<file path="src/source/riscv_isa_pkg.sv">
`default_nettype none

package riscv_isa_pkg;

	// ~~~~~~~~~~~~~~~~~~~~~~~~~~~~~~
	// Widths and basic types
	// ~~~~~~~~~~~~~~~~~~~~~~~~~~~~~~

	localparam int xlen      = 32;  // Data path width
	localparam int reg_idx_w = 5;
	localparam int reg_count = 1 << reg_idx_w;  // x0..x31
	localparam int opcode_w  = 7;
	localparam int funct3_w  = 3;
	localparam int funct7_w  = 7;
	localparam int imm12_w   = 12;  // I-type immediate field

	typedef logic [xlen-1:0]      word_t;
	typedef logic [reg_idx_w-1:0] reg_idx_t;
	typedef logic [funct3_w-1:0]  funct3_t;
	typedef logic [funct7_w-1:0]  funct7_t;

	localparam reg_idx_t zero_reg = '0;  // Hardwired zero

	// Bit positions of the instruction fields
	localparam int opcode_lsb = 0;
	localparam int rd_lsb     = 7;
	localparam int funct3_lsb = 12;
	localparam int rs1_lsb    = 15;
	localparam int rs2_lsb    = 20;
	localparam int imm12_lsb  = 20;  // Shares bits with rs2
	localparam int funct7_lsb = 25;

	// ~~~~~~~~~~~~~~~~~~~~~~~~~~~~~~
	// Major opcodes
	// ~~~~~~~~~~~~~~~~~~~~~~~~~~~~~~

	typedef enum logic [opcode_w-1:0] {
		r_type   = 7'b0110011,  // Register-register ALU
		i_arith  = 7'b0010011,  // Register-immediate ALU
		i_load   = 7'b0000011,
		s_type   = 7'b0100011,  // Stores
		b_type   = 7'b1100011,  // Conditional branches
		j_type   = 7'b1101111,  // JAL
		i_jalr   = 7'b1100111,
		u_lui    = 7'b0110111,
		u_auipc  = 7'b0010111,
		i_system = 7'b1110011   // Only EBREAK is kept
	} opcode_e;

	// funct3 of the ALU group, shared by R and I forms
	localparam funct3_t funct3_add_sub = 3'd0;
	localparam funct3_t funct3_sll     = 3'd1;
	localparam funct3_t funct3_slt     = 3'd2;
	localparam funct3_t funct3_sltu    = 3'd3;
	localparam funct3_t funct3_xor     = 3'd4;
	localparam funct3_t funct3_srl_sra = 3'd5;
	localparam funct3_t funct3_or      = 3'd6;
	localparam funct3_t funct3_and     = 3'd7;

	localparam funct3_t funct3_lw   = 3'd2;  // Word load only
	localparam funct3_t funct3_sw   = 3'd2;  // Word store only
	localparam funct3_t funct3_jalr = 3'd0;

	localparam funct7_t funct7_base = 7'h00;
	localparam funct7_t funct7_alt  = 7'h20;  // SUB and SRA

	localparam logic [imm12_w-1:0] ebreak_imm = 12'h001;  // ECALL has 0 here

endpackage

`default_nettype wire

</file>
<file path="src/source/id_ctrl_pkg.sv">
`default_nettype none

package id_ctrl_pkg;

	// ~~~~~~~~~~~~~~~~~~~~~~~~~~~~~~
	// Execute-side selects
	// ~~~~~~~~~~~~~~~~~~~~~~~~~~~~~~

	typedef enum logic [4:0] {
		alu_add,
		alu_sub,
		alu_xor,
		alu_or,
		alu_and,
		alu_sll,
		alu_srl,
		alu_sra,
		alu_slt,   // Signed compare
		alu_sltu   // Unsigned compare
	} alu_func_e;

	typedef enum logic [1:0] {
		opa_rega,  // rs1 value
		opa_pc,
		opa_zero   // LUI adds to zero
	} opa_sel_e;

	typedef enum logic [1:0] {
		opb_regb,  // rs2 value
		opb_imm,
		opb_four   // Link address for JAL and JALR
	} opb_sel_e;

	// Everything the later stages need from decode
	typedef struct packed {
		opa_sel_e  opa_sel;
		opb_sel_e  opb_sel;
		alu_func_e alu_func;
		logic      rd_mem;         // Load
		logic      wr_mem;         // Store
		logic      cond_branch;
		logic      uncond_branch;  // JAL, JALR
		logic      reg_wr;         // Writes rd
		logic      illegal;
		logic      valid_inst;     // Counted as retired work
	} id_ctrl_t;

	// Control of a NOP, the decoder starts from this
	localparam id_ctrl_t ctrl_nop = '{
		opa_sel:       opa_rega,
		opb_sel:       opb_regb,
		alu_func:      alu_add,
		rd_mem:        1'b0,
		wr_mem:        1'b0,
		cond_branch:   1'b0,
		uncond_branch: 1'b0,
		reg_wr:        1'b0,
		illegal:       1'b0,
		valid_inst:    1'b0
	};

	// ~~~~~~~~~~~~~~~~~~~~~~~~~~~~~~
	// Pipeline status
	// ~~~~~~~~~~~~~~~~~~~~~~~~~~~~~~

	typedef enum logic [1:0] {
		fwd_regfile,
		fwd_id_ex,   // Nearest, result still in the ALU
		fwd_ex_mem,
		fwd_mem_wb
	} fwd_src_e;

	// One later stage as seen from decode
	typedef struct packed {
		riscv_isa_pkg::reg_idx_t dest_idx;  // Zero when nothing is written
		logic                    rd_mem;    // Data comes from memory later
	} stage_dest_t;

	// Writeback port, also the last forwarding source
	typedef struct packed {
		riscv_isa_pkg::reg_idx_t dest_idx;
		logic                    reg_wr;
		logic                    valid_inst;
		riscv_isa_pkg::word_t    data;
	} wb_port_t;

endpackage

`default_nettype wire

</file>
<file path="src/source/id_stage.sv">
`timescale 1ns/1ns
`default_nettype none

module id_stage (
	input  logic                     clk,
	input  logic                     rst_n,
	input  riscv_isa_pkg::word_t     if_id_ir,           // Held by fetch while stalled
	input  riscv_isa_pkg::word_t     if_id_pc,
	input  logic                     if_id_valid_inst,
	input  id_ctrl_pkg::stage_dest_t id_ex,
	input  id_ctrl_pkg::stage_dest_t ex_mem,
	input  riscv_isa_pkg::word_t     ex_alu_result,
	input  riscv_isa_pkg::word_t     ex_mem_alu_result,
	input  id_ctrl_pkg::wb_port_t    mem_wb,
	output id_ctrl_pkg::id_ctrl_t    ctrl,
	output riscv_isa_pkg::reg_idx_t  dest_idx,           // x0 when nothing is written
	output riscv_isa_pkg::funct3_t   funct3,             // Branch and memory flavour
	output riscv_isa_pkg::word_t     ra_value,
	output riscv_isa_pkg::word_t     rb_value,
	output riscv_isa_pkg::word_t     immediate,
	output riscv_isa_pkg::word_t     pc_add_opa,         // Base for the target adder
	output logic                     stall_en
);

	riscv_isa_pkg::reg_idx_t ra_idx;
	riscv_isa_pkg::reg_idx_t rb_idx;
	riscv_isa_pkg::reg_idx_t rd_idx;
	logic                    dest_is_rd;
	logic                    is_jalr;
	riscv_isa_pkg::word_t    rf_ra;  // Raw regfile reads
	riscv_isa_pkg::word_t    rf_rb;

	// Register fields straight from the instruction word
	assign ra_idx = if_id_ir[riscv_isa_pkg::rs1_lsb +: riscv_isa_pkg::reg_idx_w];
	assign rb_idx = if_id_ir[riscv_isa_pkg::rs2_lsb +: riscv_isa_pkg::reg_idx_w];
	assign rd_idx = if_id_ir[riscv_isa_pkg::rd_lsb +: riscv_isa_pkg::reg_idx_w];
	assign funct3 = if_id_ir[riscv_isa_pkg::funct3_lsb +: riscv_isa_pkg::funct3_w];

	assign dest_idx = dest_is_rd ? rd_idx : riscv_isa_pkg::zero_reg;

	assign is_jalr = (if_id_ir[riscv_isa_pkg::opcode_lsb +: riscv_isa_pkg::opcode_w]
		== riscv_isa_pkg::i_jalr);
	assign pc_add_opa = is_jalr ? ra_value : if_id_pc;  // JALR jumps from rs1

	inst_decoder inst_decoder_inst (
		.inst          (if_id_ir),
		.valid_inst_in (if_id_valid_inst),
		.ctrl          (ctrl),
		.dest_is_rd    (dest_is_rd)
	);

	imm_gen imm_gen_inst (
		.inst      (if_id_ir),
		.immediate (immediate)
	);

	regfile regfile_inst (
		.clk      (clk),
		.rst_n    (rst_n),
		.rda_idx  (ra_idx),
		.rdb_idx  (rb_idx),
		.rda_data (rf_ra),
		.rdb_data (rf_rb),
		.wb       (mem_wb)
	);

	operand_forward operand_forward_inst (
		.ra_idx            (ra_idx),
		.rb_idx            (rb_idx),
		.id_ex             (id_ex),
		.ex_mem            (ex_mem),
		.mem_wb            (mem_wb),
		.ex_alu_result     (ex_alu_result),
		.ex_mem_alu_result (ex_mem_alu_result),
		.rf_ra             (rf_ra),
		.rf_rb             (rf_rb),
		.ra_value          (ra_value),
		.rb_value          (rb_value),
		.stall_en          (stall_en)
	);

endmodule

`default_nettype wire

</file>
<file path="src/source/imm_gen.sv">
`timescale 1ns/1ns
`default_nettype none

module imm_gen (
	input  riscv_isa_pkg::word_t inst,
	output riscv_isa_pkg::word_t immediate
);

	riscv_isa_pkg::opcode_e opcode;
	riscv_isa_pkg::word_t   i_imm;  // ALU immediate, load offset, JALR
	riscv_isa_pkg::word_t   s_imm;  // Store offset
	riscv_isa_pkg::word_t   b_imm;  // Branch displacement
	riscv_isa_pkg::word_t   u_imm;  // Upper immediate
	riscv_isa_pkg::word_t   j_imm;  // JAL displacement

	assign opcode = riscv_isa_pkg::opcode_e'(
		inst[riscv_isa_pkg::opcode_lsb +: riscv_isa_pkg::opcode_w]);

	// Sign bit is always inst[31]
	assign i_imm = {{20{inst[31]}}, inst[31:20]};
	assign s_imm = {{20{inst[31]}}, inst[31:25], inst[11:7]};
	assign b_imm = {{20{inst[31]}}, inst[7], inst[30:25], inst[11:8], 1'b0};  // Half-word units
	assign u_imm = {inst[31:12], 12'b0};
	assign j_imm = {{12{inst[31]}}, inst[19:12], inst[20], inst[30:21], 1'b0};

	always_comb begin
		case (opcode)
			riscv_isa_pkg::s_type:  immediate = s_imm;
			riscv_isa_pkg::b_type:  immediate = b_imm;
			riscv_isa_pkg::j_type:  immediate = j_imm;
			riscv_isa_pkg::u_lui,
			riscv_isa_pkg::u_auipc: immediate = u_imm;
			default:                immediate = i_imm;  // I format covers the rest
		endcase
	end

endmodule

`default_nettype wire

</file>
<file path="src/source/inst_decoder.sv">
`timescale 1ns/1ns
`default_nettype none

module inst_decoder (
	input  riscv_isa_pkg::word_t  inst,
	input  logic                  valid_inst_in,  // Low for a bubble from fetch
	output id_ctrl_pkg::id_ctrl_t ctrl,
	output logic                  dest_is_rd      // Writeback index is rd
);

	riscv_isa_pkg::opcode_e opcode;
	riscv_isa_pkg::funct3_t funct3;
	riscv_isa_pkg::funct7_t funct7;

	// ALU function when funct7 is the base encoding
	function automatic id_ctrl_pkg::alu_func_e base_alu(input riscv_isa_pkg::funct3_t f3);
		case (f3)
			riscv_isa_pkg::funct3_add_sub: base_alu = id_ctrl_pkg::alu_add;
			riscv_isa_pkg::funct3_sll:     base_alu = id_ctrl_pkg::alu_sll;
			riscv_isa_pkg::funct3_slt:     base_alu = id_ctrl_pkg::alu_slt;
			riscv_isa_pkg::funct3_sltu:    base_alu = id_ctrl_pkg::alu_sltu;
			riscv_isa_pkg::funct3_xor:     base_alu = id_ctrl_pkg::alu_xor;
			riscv_isa_pkg::funct3_srl_sra: base_alu = id_ctrl_pkg::alu_srl;
			riscv_isa_pkg::funct3_or:      base_alu = id_ctrl_pkg::alu_or;
			riscv_isa_pkg::funct3_and:     base_alu = id_ctrl_pkg::alu_and;
			default:                       base_alu = id_ctrl_pkg::alu_add;
		endcase
	endfunction

	assign opcode = riscv_isa_pkg::opcode_e'(
		inst[riscv_isa_pkg::opcode_lsb +: riscv_isa_pkg::opcode_w]);
	assign funct3 = inst[riscv_isa_pkg::funct3_lsb +: riscv_isa_pkg::funct3_w];
	assign funct7 = inst[riscv_isa_pkg::funct7_lsb +: riscv_isa_pkg::funct7_w];

	assign dest_is_rd = ctrl.reg_wr;  // Every kept writer targets rd

	// ~~~~~~~~~~~~~~~~~~~~~~~~~~~~~~
	// Main decode
	// ~~~~~~~~~~~~~~~~~~~~~~~~~~~~~~
	always_comb begin
		ctrl = id_ctrl_pkg::ctrl_nop;
		case (opcode)
			riscv_isa_pkg::r_type: begin
				ctrl.reg_wr = 1'b1;
				if (funct7 == riscv_isa_pkg::funct7_base) begin
					ctrl.alu_func = base_alu(funct3);
				end else if (funct7 == riscv_isa_pkg::funct7_alt &&
					funct3 == riscv_isa_pkg::funct3_add_sub) begin
					ctrl.alu_func = id_ctrl_pkg::alu_sub;
				end else if (funct7 == riscv_isa_pkg::funct7_alt &&
					funct3 == riscv_isa_pkg::funct3_srl_sra) begin
					ctrl.alu_func = id_ctrl_pkg::alu_sra;
				end else begin
					ctrl.illegal = 1'b1;  // MUL group and junk funct7
				end
			end
			riscv_isa_pkg::i_arith: begin
				ctrl.opb_sel  = id_ctrl_pkg::opb_imm;
				ctrl.reg_wr   = 1'b1;
				ctrl.alu_func = base_alu(funct3);
				// Shift amounts leave funct7 in the upper immediate bits
				if (funct3 == riscv_isa_pkg::funct3_sll) begin
					ctrl.illegal = (funct7 != riscv_isa_pkg::funct7_base);
				end else if (funct3 == riscv_isa_pkg::funct3_srl_sra) begin
					if (funct7 == riscv_isa_pkg::funct7_alt)
						ctrl.alu_func = id_ctrl_pkg::alu_sra;
					else
						ctrl.illegal = (funct7 != riscv_isa_pkg::funct7_base);
				end
			end
			riscv_isa_pkg::i_load: begin
				ctrl.opb_sel = id_ctrl_pkg::opb_imm;  // Address = rs1 + imm
				ctrl.rd_mem  = 1'b1;
				ctrl.reg_wr  = 1'b1;
				ctrl.illegal = (funct3 != riscv_isa_pkg::funct3_lw);
			end
			riscv_isa_pkg::s_type: begin
				ctrl.opb_sel = id_ctrl_pkg::opb_imm;
				if (funct3 == riscv_isa_pkg::funct3_sw)
					ctrl.wr_mem = 1'b1;
				else
					ctrl.illegal = 1'b1;
			end
			riscv_isa_pkg::b_type: begin
				ctrl.opa_sel     = id_ctrl_pkg::opa_pc;  // Target = pc + imm
				ctrl.opb_sel     = id_ctrl_pkg::opb_imm;
				ctrl.cond_branch = 1'b1;
				ctrl.illegal     = (funct3[2:1] == 2'b01);  // No branch on 010/011
			end
			riscv_isa_pkg::j_type: begin
				ctrl.opa_sel       = id_ctrl_pkg::opa_pc;
				ctrl.opb_sel       = id_ctrl_pkg::opb_four;  // rd = pc + 4
				ctrl.uncond_branch = 1'b1;
				ctrl.reg_wr        = 1'b1;
			end
			riscv_isa_pkg::i_jalr: begin
				ctrl.opa_sel       = id_ctrl_pkg::opa_pc;
				ctrl.opb_sel       = id_ctrl_pkg::opb_four;
				ctrl.uncond_branch = 1'b1;
				ctrl.reg_wr        = 1'b1;
				ctrl.illegal       = (funct3 != riscv_isa_pkg::funct3_jalr);
			end
			riscv_isa_pkg::u_lui: begin
				ctrl.opa_sel = id_ctrl_pkg::opa_zero;
				ctrl.opb_sel = id_ctrl_pkg::opb_imm;
				ctrl.reg_wr  = 1'b1;
			end
			riscv_isa_pkg::u_auipc: begin
				ctrl.opa_sel = id_ctrl_pkg::opa_pc;
				ctrl.opb_sel = id_ctrl_pkg::opb_imm;
				ctrl.reg_wr  = 1'b1;
			end
			riscv_isa_pkg::i_system: begin
				// EBREAK has rd, rs1 and funct3 all zero
				ctrl.illegal = (inst[riscv_isa_pkg::imm12_lsb +: riscv_isa_pkg::imm12_w]
					!= riscv_isa_pkg::ebreak_imm) || (funct3 != '0) ||
					(inst[riscv_isa_pkg::rs1_lsb +: riscv_isa_pkg::reg_idx_w] != '0) ||
					(inst[riscv_isa_pkg::rd_lsb +: riscv_isa_pkg::reg_idx_w] != '0);
			end
			default: ctrl.illegal = 1'b1;  // Unknown opcode
		endcase
		ctrl.valid_inst = valid_inst_in & ~ctrl.illegal;

		// Memory port takes one direction per instruction
		assert (!(ctrl.rd_mem && ctrl.wr_mem))
			else $error("inst_decoder: load and store flags both set");
	end

endmodule

`default_nettype wire

</file>
<file path="src/source/operand_forward.sv">
`timescale 1ns/1ns
`default_nettype none

module operand_forward (
	input  riscv_isa_pkg::reg_idx_t  ra_idx,
	input  riscv_isa_pkg::reg_idx_t  rb_idx,
	input  id_ctrl_pkg::stage_dest_t id_ex,
	input  id_ctrl_pkg::stage_dest_t ex_mem,
	input  id_ctrl_pkg::wb_port_t    mem_wb,
	input  riscv_isa_pkg::word_t     ex_alu_result,      // id_ex result
	input  riscv_isa_pkg::word_t     ex_mem_alu_result,
	input  riscv_isa_pkg::word_t     rf_ra,
	input  riscv_isa_pkg::word_t     rf_rb,
	output riscv_isa_pkg::word_t     ra_value,
	output riscv_isa_pkg::word_t     rb_value,
	output logic                     stall_en
);

	logic [2:0]            ra_hit;   // {mem_wb, ex_mem, id_ex}
	logic [2:0]            rb_hit;
	logic [2:0]            fwd_ok;   // Stage can hand over data now
	id_ctrl_pkg::fwd_src_e ra_src;
	id_ctrl_pkg::fwd_src_e rb_src;

	function automatic logic dest_hit(input riscv_isa_pkg::reg_idx_t idx,
		input riscv_isa_pkg::reg_idx_t dest);
		dest_hit = (dest != riscv_isa_pkg::zero_reg) && (idx == dest);  // x0 never matches
	endfunction

	// Nearest usable stage wins
	function automatic id_ctrl_pkg::fwd_src_e pick_src(input logic [2:0] usable);
		if (usable[0])
			pick_src = id_ctrl_pkg::fwd_id_ex;
		else if (usable[1])
			pick_src = id_ctrl_pkg::fwd_ex_mem;
		else if (usable[2])
			pick_src = id_ctrl_pkg::fwd_mem_wb;
		else
			pick_src = id_ctrl_pkg::fwd_regfile;
	endfunction

	function automatic riscv_isa_pkg::word_t src_value(input id_ctrl_pkg::fwd_src_e src,
		input riscv_isa_pkg::word_t rf_value);
		case (src)
			id_ctrl_pkg::fwd_id_ex:  src_value = ex_alu_result;
			id_ctrl_pkg::fwd_ex_mem: src_value = ex_mem_alu_result;
			id_ctrl_pkg::fwd_mem_wb: src_value = mem_wb.data;
			default:                 src_value = rf_value;
		endcase
	endfunction

	// ~~~~~~~~~~~~~~~~~~~~~~~~~~~~~~
	// Matches, computed once each
	// ~~~~~~~~~~~~~~~~~~~~~~~~~~~~~~
	assign ra_hit = {dest_hit(ra_idx, mem_wb.dest_idx), dest_hit(ra_idx, ex_mem.dest_idx),
		dest_hit(ra_idx, id_ex.dest_idx)};
	assign rb_hit = {dest_hit(rb_idx, mem_wb.dest_idx), dest_hit(rb_idx, ex_mem.dest_idx),
		dest_hit(rb_idx, id_ex.dest_idx)};

	always_comb begin
		fwd_ok = {1'b1, ~ex_mem.rd_mem, ~id_ex.rd_mem};  // Load data not back yet
		ra_src = pick_src(ra_hit & fwd_ok);
		rb_src = pick_src(rb_hit & fwd_ok);

		// A load in execute must never feed decode
		assert (!id_ex.rd_mem ||
			(ra_src != id_ctrl_pkg::fwd_id_ex && rb_src != id_ctrl_pkg::fwd_id_ex))
			else $error("operand_forward: id_ex load chosen as forwarding source");
	end

	assign ra_value = src_value(ra_src, rf_ra);
	assign rb_value = src_value(rb_src, rf_rb);

	// Hazard left unresolved by forwarding, so hold fetch
	assign stall_en = (|ra_hit && ra_src == id_ctrl_pkg::fwd_regfile) ||
		(|rb_hit && rb_src == id_ctrl_pkg::fwd_regfile);

endmodule

`default_nettype wire

</file>
<file path="src/source/regfile.sv">
`timescale 1ns/1ns
`default_nettype none

module regfile (
	input  logic                    clk,
	input  logic                    rst_n,
	input  riscv_isa_pkg::reg_idx_t rda_idx,
	input  riscv_isa_pkg::reg_idx_t rdb_idx,
	output riscv_isa_pkg::word_t    rda_data,
	output riscv_isa_pkg::word_t    rdb_data,
	input  id_ctrl_pkg::wb_port_t   wb        // Writeback from mem_wb
);

	riscv_isa_pkg::word_t regs [riscv_isa_pkg::reg_count];
	logic                 wr_en;

	// Only retired writers, and never x0
	assign wr_en = wb.valid_inst && wb.reg_wr && (wb.dest_idx != riscv_isa_pkg::zero_reg);

	always_ff @(posedge clk) begin
		if (!rst_n) begin
			for (int i = 0; i < riscv_isa_pkg::reg_count; i++) begin
				regs[i] <= '0;
			end
		end else if (wr_en) begin
			regs[wb.dest_idx] <= wb.data;  // Visible to reads next cycle
		end
	end

	// Asynchronous reads, x0 forced to zero
	assign rda_data = (rda_idx == riscv_isa_pkg::zero_reg) ? '0 : regs[rda_idx];
	assign rdb_data = (rdb_idx == riscv_isa_pkg::zero_reg) ? '0 : regs[rdb_idx];

	// x0 storage keeps its reset value for the whole run
	assert property (@(posedge clk) disable iff (!rst_n)
		regs[riscv_isa_pkg::zero_reg] == '0)
		else $error("regfile: x0 storage was written");

endmodule

`default_nettype wire

</file>
<file path="config.mk">
export PLATFORM = sky130hd
export DESIGN_NAME = id_stage
export DESIGN_NICKNAME = d
export VERILOG_FILES = /design/src/source/riscv_isa_pkg.sv /design/src/source/id_ctrl_pkg.sv /design/src/source/id_stage.sv /design/src/source/imm_gen.sv /design/src/source/inst_decoder.sv /design/src/source/operand_forward.sv /design/src/source/regfile.sv
export SDC_FILE = /design/constraint.sdc
export NUM_CORES = 2
export LEC_CHECK = 0
export BUFFER_PORTS_ARGS = -buffer_cell sky130_fd_sc_hd__buf_2
export CORE_UTILIZATION = 55
export CTS_BUF_LIST = sky130_fd_sc_hd__clkbuf_8
export DETAILED_ROUTE_END_ITERATION = 7
export PLACE_DENSITY = 0.76
export SLEW_MARGIN = 20
export SYNTH_ARGS = -nofsm -noshare
export SYNTH_HDL_FRONTEND = slang
export SYNTH_SLANG_ARGS = --single-unit
</file>
<file path="constraint.sdc">
create_clock -name clk -period 3.9 [get_ports clk]
set_clock_uncertainty 0.05 [all_clocks]
set_input_delay 0.39 -clock clk [delete_from_list [all_inputs] [get_ports clk]]
set_output_delay 0.39 -clock clk [all_outputs]
set_load 0.005 [all_outputs]
</file>
### Yosys cells after proc, flatten, opt, wreduce, memory -nomap -nowiden

Memories as Yosys holds them, arrays and structs flattened.
Index checks and enable logic that the tools add are counted.

* mux-type cells: 43
* reductions and logical operators: 38
* bitwise gates (word level): 6
* equal/unequal tests: 29

Operators with widths (number)
* $pmux 32 s3: 2
* $mux 32: 4
* $pmux 31 s4: 1
* $reduce_or 32->1: 1
* $eq 5x5->1: 6
* $mux 5: 6
* $eq 7x6->1 const B: 4
* $eq 7x7->1 const B: 4
* $reduce_bool 5->1: 5
* $mux 1: 18
* $eq 7x5->1 const B: 2
* $logic_and 1x1->1: 12
* $mux 2: 6
* $ne 12x1->1 const B: 1
* $logic_not 5->1: 2
* $pmux 5 s2: 1
* $reduce_or 3->1: 3
* $eq 2x2->1 const B: 4
* $pmux 1 s8: 1
* $pmux 2 s2: 2
* $eq 7x2->1 const B: 1
* $logic_not 7->1: 1
* $reduce_bool 7->1: 1
* $reduce_or 7->1: 1
* 16 further kinds: 27

* bits in read-only memories: 64
* input bits: 182
* bits in writable memories: 1024
* word-level logic and storage cells: 119
* register bits after elaboration: 0
* output and inout bits: 153
* memories kept: 3

Memories
* regfile_inst.regs: depth 32, width 32, read ports 2, clocked after Yosys merged registers in 0, write ports 32, RTL line regfile.sv:14 `riscv_isa_pkg::word_t regs [riscv_isa_pkg::reg_count];`
* (no name shown): depth 8, width 4, read ports 1, clocked after Yosys merged registers in 0, write ports 0, RTL line inst_decoder.sv:17 `case (f3)`
* (no name shown): depth 8, width 4, read ports 1, clocked after Yosys merged registers in 0, write ports 0, RTL line inst_decoder.sv:17

### Longest topological paths before layout

* depth after elaboration: 9
* gate-level depth with buffers: 10
* gate-level depth less buffers: 6

### Modules after synthesis

Synthesis repeated with hierarchy kept, for this count alone.

* cells, all modules: 4072
* area total of the unflattened synthesis: 58493.6 µm²

By module, submodules not included
* regfile: sequential area each 30749.5 µm², cells an instance 3497, instances 1, area each 54113.1 µm²
* operand_forward: sequential area each 0.0 µm², cells an instance 372, instances 1, area each 2765.2 µm²
* id_stage: sequential area each 0.0 µm², cells an instance 46, instances 1, area each 616.8 µm²
* inst_decoder: sequential area each 0.0 µm², cells an instance 93, instances 1, area each 574.3 µm²
* imm_gen: sequential area each 0.0 µm², cells an instance 64, instances 1, area each 424.2 µm²

### Worst setup path before layout

No wires, ideal clock.

* kind: in2reg
* start: input port mem_wb[34] (netlist name)
* end: memory regfile_inst.regs[14][0] (netlist name) (enable)
* setup time: 0.466 ns
* path slack: -0.023 ns
* arrival: 3.407 ns
* stages: 5
* path buffers: 2
* data required time: 3.384 ns
* cell sequence: buf_2 -> nand2b_1 -> nand2b_1 -> clkbuf_1 -> o21ai_0

RTL lines
* from (decl): RTL line id_stage.sv:14 `input id_ctrl_pkg::wb_port_t mem_wb,`
* to (decl): RTL line regfile.sv:14

### Final worst setup path

* start: input port id_ex[1] (netlist name)
* end: output port pc_add_opa[18]

* longest elaborated chain between the ends: 7
* elaborated cells on any way between the ends: 10
* classes of those cells: eq/ne (4); mux (3); bitwise (1); reduce/logical (2)

Ends and longest elaborated chain
* from (decl): RTL line id_stage.sv:10 `input id_ctrl_pkg::stage_dest_t id_ex,`
* $eq 5x5->1 / $reduce_bool 5->1 (equally long branches): RTL line operand_forward.sv:27 `dest_hit = (dest != riscv_isa_pkg::zero_reg) && (idx == dest);`
* $logic_and 1x1->1 (*): RTL line operand_forward.sv:27
* $and 3x3->3 (*): RTL line operand_forward.sv:62 `ra_src = pick_src(ra_hit & fwd_ok);`
* $mux 2 (*): RTL line operand_forward.sv:32 `if (usable[0])`
* $eq 2x2->1 / $eq 2x1->1 (equally long branches): RTL line operand_forward.sv:44 `case (src)`
* $pmux 32 s3 (*): RTL line operand_forward.sv:44
* $mux 32 (*): RTL line id_stage.sv:43 `assign pc_add_opa = is_jalr ? ra_value : if_id_pc;`
* to (decl): RTL line id_stage.sv:21 `output riscv_isa_pkg::word_t pc_add_opa,`

Every way passes the cells marked *; elsewhere a longest branch is shown, timed or not.

==> impl_metrics.ini <==
[timing]
slew-limit-headroom = 0.1965
hold_slack_ps = 174.9
period_share = 1.002
setup_viol = 1
drv_slew = 0
hold_viol_final = 0
worst_pin_slew_ps = 1202
rsz0062_at_grt = false
min_period_ps = 3907
layout_setup_ws_ps = -7.430
clock.fmax_mhz = 255.9

[yosys]
synth-compound-area-share = 0.05556
synthCells = 3927
synth_top_family_by_area = multiplexers
ys_seq_area_frac = 0.5367
yosys.area_share.simple = 0.1346
synthMuxAreaShare = 0.2367
synth-edff-count = 1024
synth_fa_ha_area_frac = 0
yosysUniqueCellTypes = 56
synth_xor_area_frac = 0.004433
async_flop_share = 0
post_synth.cell_area_avg_um2 = 14.59
synth.ff_latch_count = 1024
synth_flop_cell = edfxtp_1
syn_area_um2 = 57290
ys_warn_count = 0

[pwr]
p_per_area_nw_per_um2 = 395.7
power_mw = 25.64
ir_drop_v = 0.0003490
swShare = 0.2697
p_leak_nw = 22.99
combPwrFrac = 0.149
internal-power_mw = 18.72
clkPwrFrac = 0.344
seq_power_share = 0.507
p_switching_mw = 6.916

[finish]
final_common_cell = edfxtp_1
top_regs = regfile_inst.regs (1024)
syn2layout_area_growth_pct = 13.09
layoutNonFillerInstCount = 5741
largest-register = regfile_inst.regs
final_nets = 4395
final_cell_mix = edfxtp_1, and2_1, mux4_2
largest_reg_flops = 1024
fin_area_um2 = 64790
drive_gt1_frac = 0.3195

[clock_tree]
postCtsResizedCells = 0
hold_buffers = 1
post_cts_buffers = 0
cts_sinks = 1024
cts_inserted_buffers = 165
cts_tree = yes
clk_pin_slew_ps = 70
cts_max_path_buffers = 3
cts-root-buf = clkbuf_8
ctsHtreeMaxLevel = 4

[place]
dpl.hpwl_um = 121400
io_buffer_count = 333
gp_congestion = 0.9309
detailedPlace.worstSlack_ps = 113.0
post_dp_cell_area_um2 = 61690
numPlacedInstances = 5424

[worst_setup_path]
cp_slowest_cell = nor4b_4
cp-start-kind = input port
path_cells = buf_2 -> or4_1 -> o211ai_2 -> nor3_4 -> nor4b_4 -> buf_4 -> a22oi_2 -> a31oi_1 -> buf_4 -> buf_2
critPathKind = input port to primary output
path_max_fanout = 16
worst-endpoint-arrival_ps = 3470
critPathMaxStageDelay_ps = 640
crit_end = pc_add_opa[18]
required_ps = 3460
crit_start = id_ex[1]
endpoint_kind = primary output

[drt]
finalWirelength_um = 193700
drtPass1Iterations = 6
viasPerCell = 6.975
vias = 40040
drtIter0Drc = 6414
wl_per_cell_um = 33.74
drc_errors = 0
antenna_left = 0

[status]
violations = negative setup slack
status = complete, but fails checks

[global_routing]
grt_pass1_wl_um = 274700
grt_max_degree = 87
grt_usage = 0.3655
grt_pass1_vias = 39410
antenna_found_initial = 12
grt-ovfl-total = 0

[hold_path]
hold_path.class = input port to flip-flop

[floorplan]
start_util = 0.5544
rows = 118
io_pins = 335
core_area_um2 = 103300
design.die.area_um2 = 105500
die_w_um = 324.8
die_y_um = 324.8

[job]
cap_violations = 0
==> Yosys cell counts, drive strengths merged, types with 9 or more instances <==
master	count	share of area
edfxtp	1024	0.54
and2	1009	0.11
mux4	544	0.21
clkbuf	305	0.020
buf	132	0.011
mux2i	131	0.023
nor2	116	0.0076
o21ai	103	0.0090
a22oi	94	0.015
a21oi	69	0.0060
o22ai	65	0.0071
nand2	53	0.0035
nand3	40	0.0035
a31oi	33	0.0036
a221oi	32	0.0049
o2bb2ai	32	0.0049
a21o	20	0.0026
xnor2	17	0.0026
nand2b	12	0.0013
xor2	12	0.0018
nor3	10	0.0010
nor4	9	0.0015
==> metal layers <==
layer,share of wire,global-route usage,wire (um)
met1,0.34,0.4708,66470
met5,0.00041,0,80
met2,0.45,0.5520,87960
met4,0.047,0.1683,9023
met3,0.16,0.1373,30170
==> worst max-delay path: cells and delay by family <==
family	cells	cell delay (ps)
buffers and inverters	4	910
AND/OR/NAND/NOR	3	1360
AO/OA/AOI/OAI	3	780
==> final cells by class <==
type	instances	area, um2
clock inverter	135	710.7
fill	7545	38560
clock buffer	170	2340
sequential	1024	30750
timing repair buffer	524	3771
inverter	7	26.28
tap	1380	1727
antenna	10	25.02
multi-input combinational	2491	25440
==> through the flow <==
step / TNS (ps) / utilization
floorplan: -7727 / -
global placement: 0 / 0.5964
detailed placement: 0 / 0.5969
CTS: 0 / 0.6265
global route: 0 / 0.6268
finish: -7.430 / 0.6269
==> how the worst min path moves through the flow <==
| stage | slack, ps | start | endpoint | cells past startpoint |
|---|---|---|---|---|
| 2_1_floorplan | 540 | mem_wb[31] | regfile_inst.regs[1][31] | 1 |
| 3_3_place_gp | 840 | mem_wb[14] | regfile_inst.regs[3][14] | 2 |
| 3_5_place_dp | 850 | mem_wb[14] | regfile_inst.regs[2][14] | 2 |
| 4_1_cts | 100 | mem_wb[22] | regfile_inst.regs[1][22] | 2 |
| 5_1_grt | 160 | mem_wb[22] | regfile_inst.regs[16][22] | 2 |
| 6_report | 170 | mem_wb[21] | regfile_inst.regs[11][21] | 2 |
==> kinds of logic (layout without fill, tap and decap cells) <==
logic type | after synthesis | count (layout)
muxes | 675 | 675
AOI/OAI and AO/OA | 463 | 463
buffers and inverters | 444 | 836
other | 1 | 43
and+or+nand+nor | 1291 | 1291
DFF | 1024 | 1024
xor gates and xnor gates | 29 | 29
==> power groups by stage <==
stage	clock, mW	sequential [mW]	combinational (mW)
3_5_place_dp	0	13.2	3.70
5_1_grt	9.26	13.1	3.94
6_report	8.81	13.0	3.83
3_3_place_gp	0	13.2	3.67
2_1_floorplan	0	13.1	2.24
4_1_cts	8.82	13.0	3.72
Note: power is estimated with default switching activity, not from simulation.
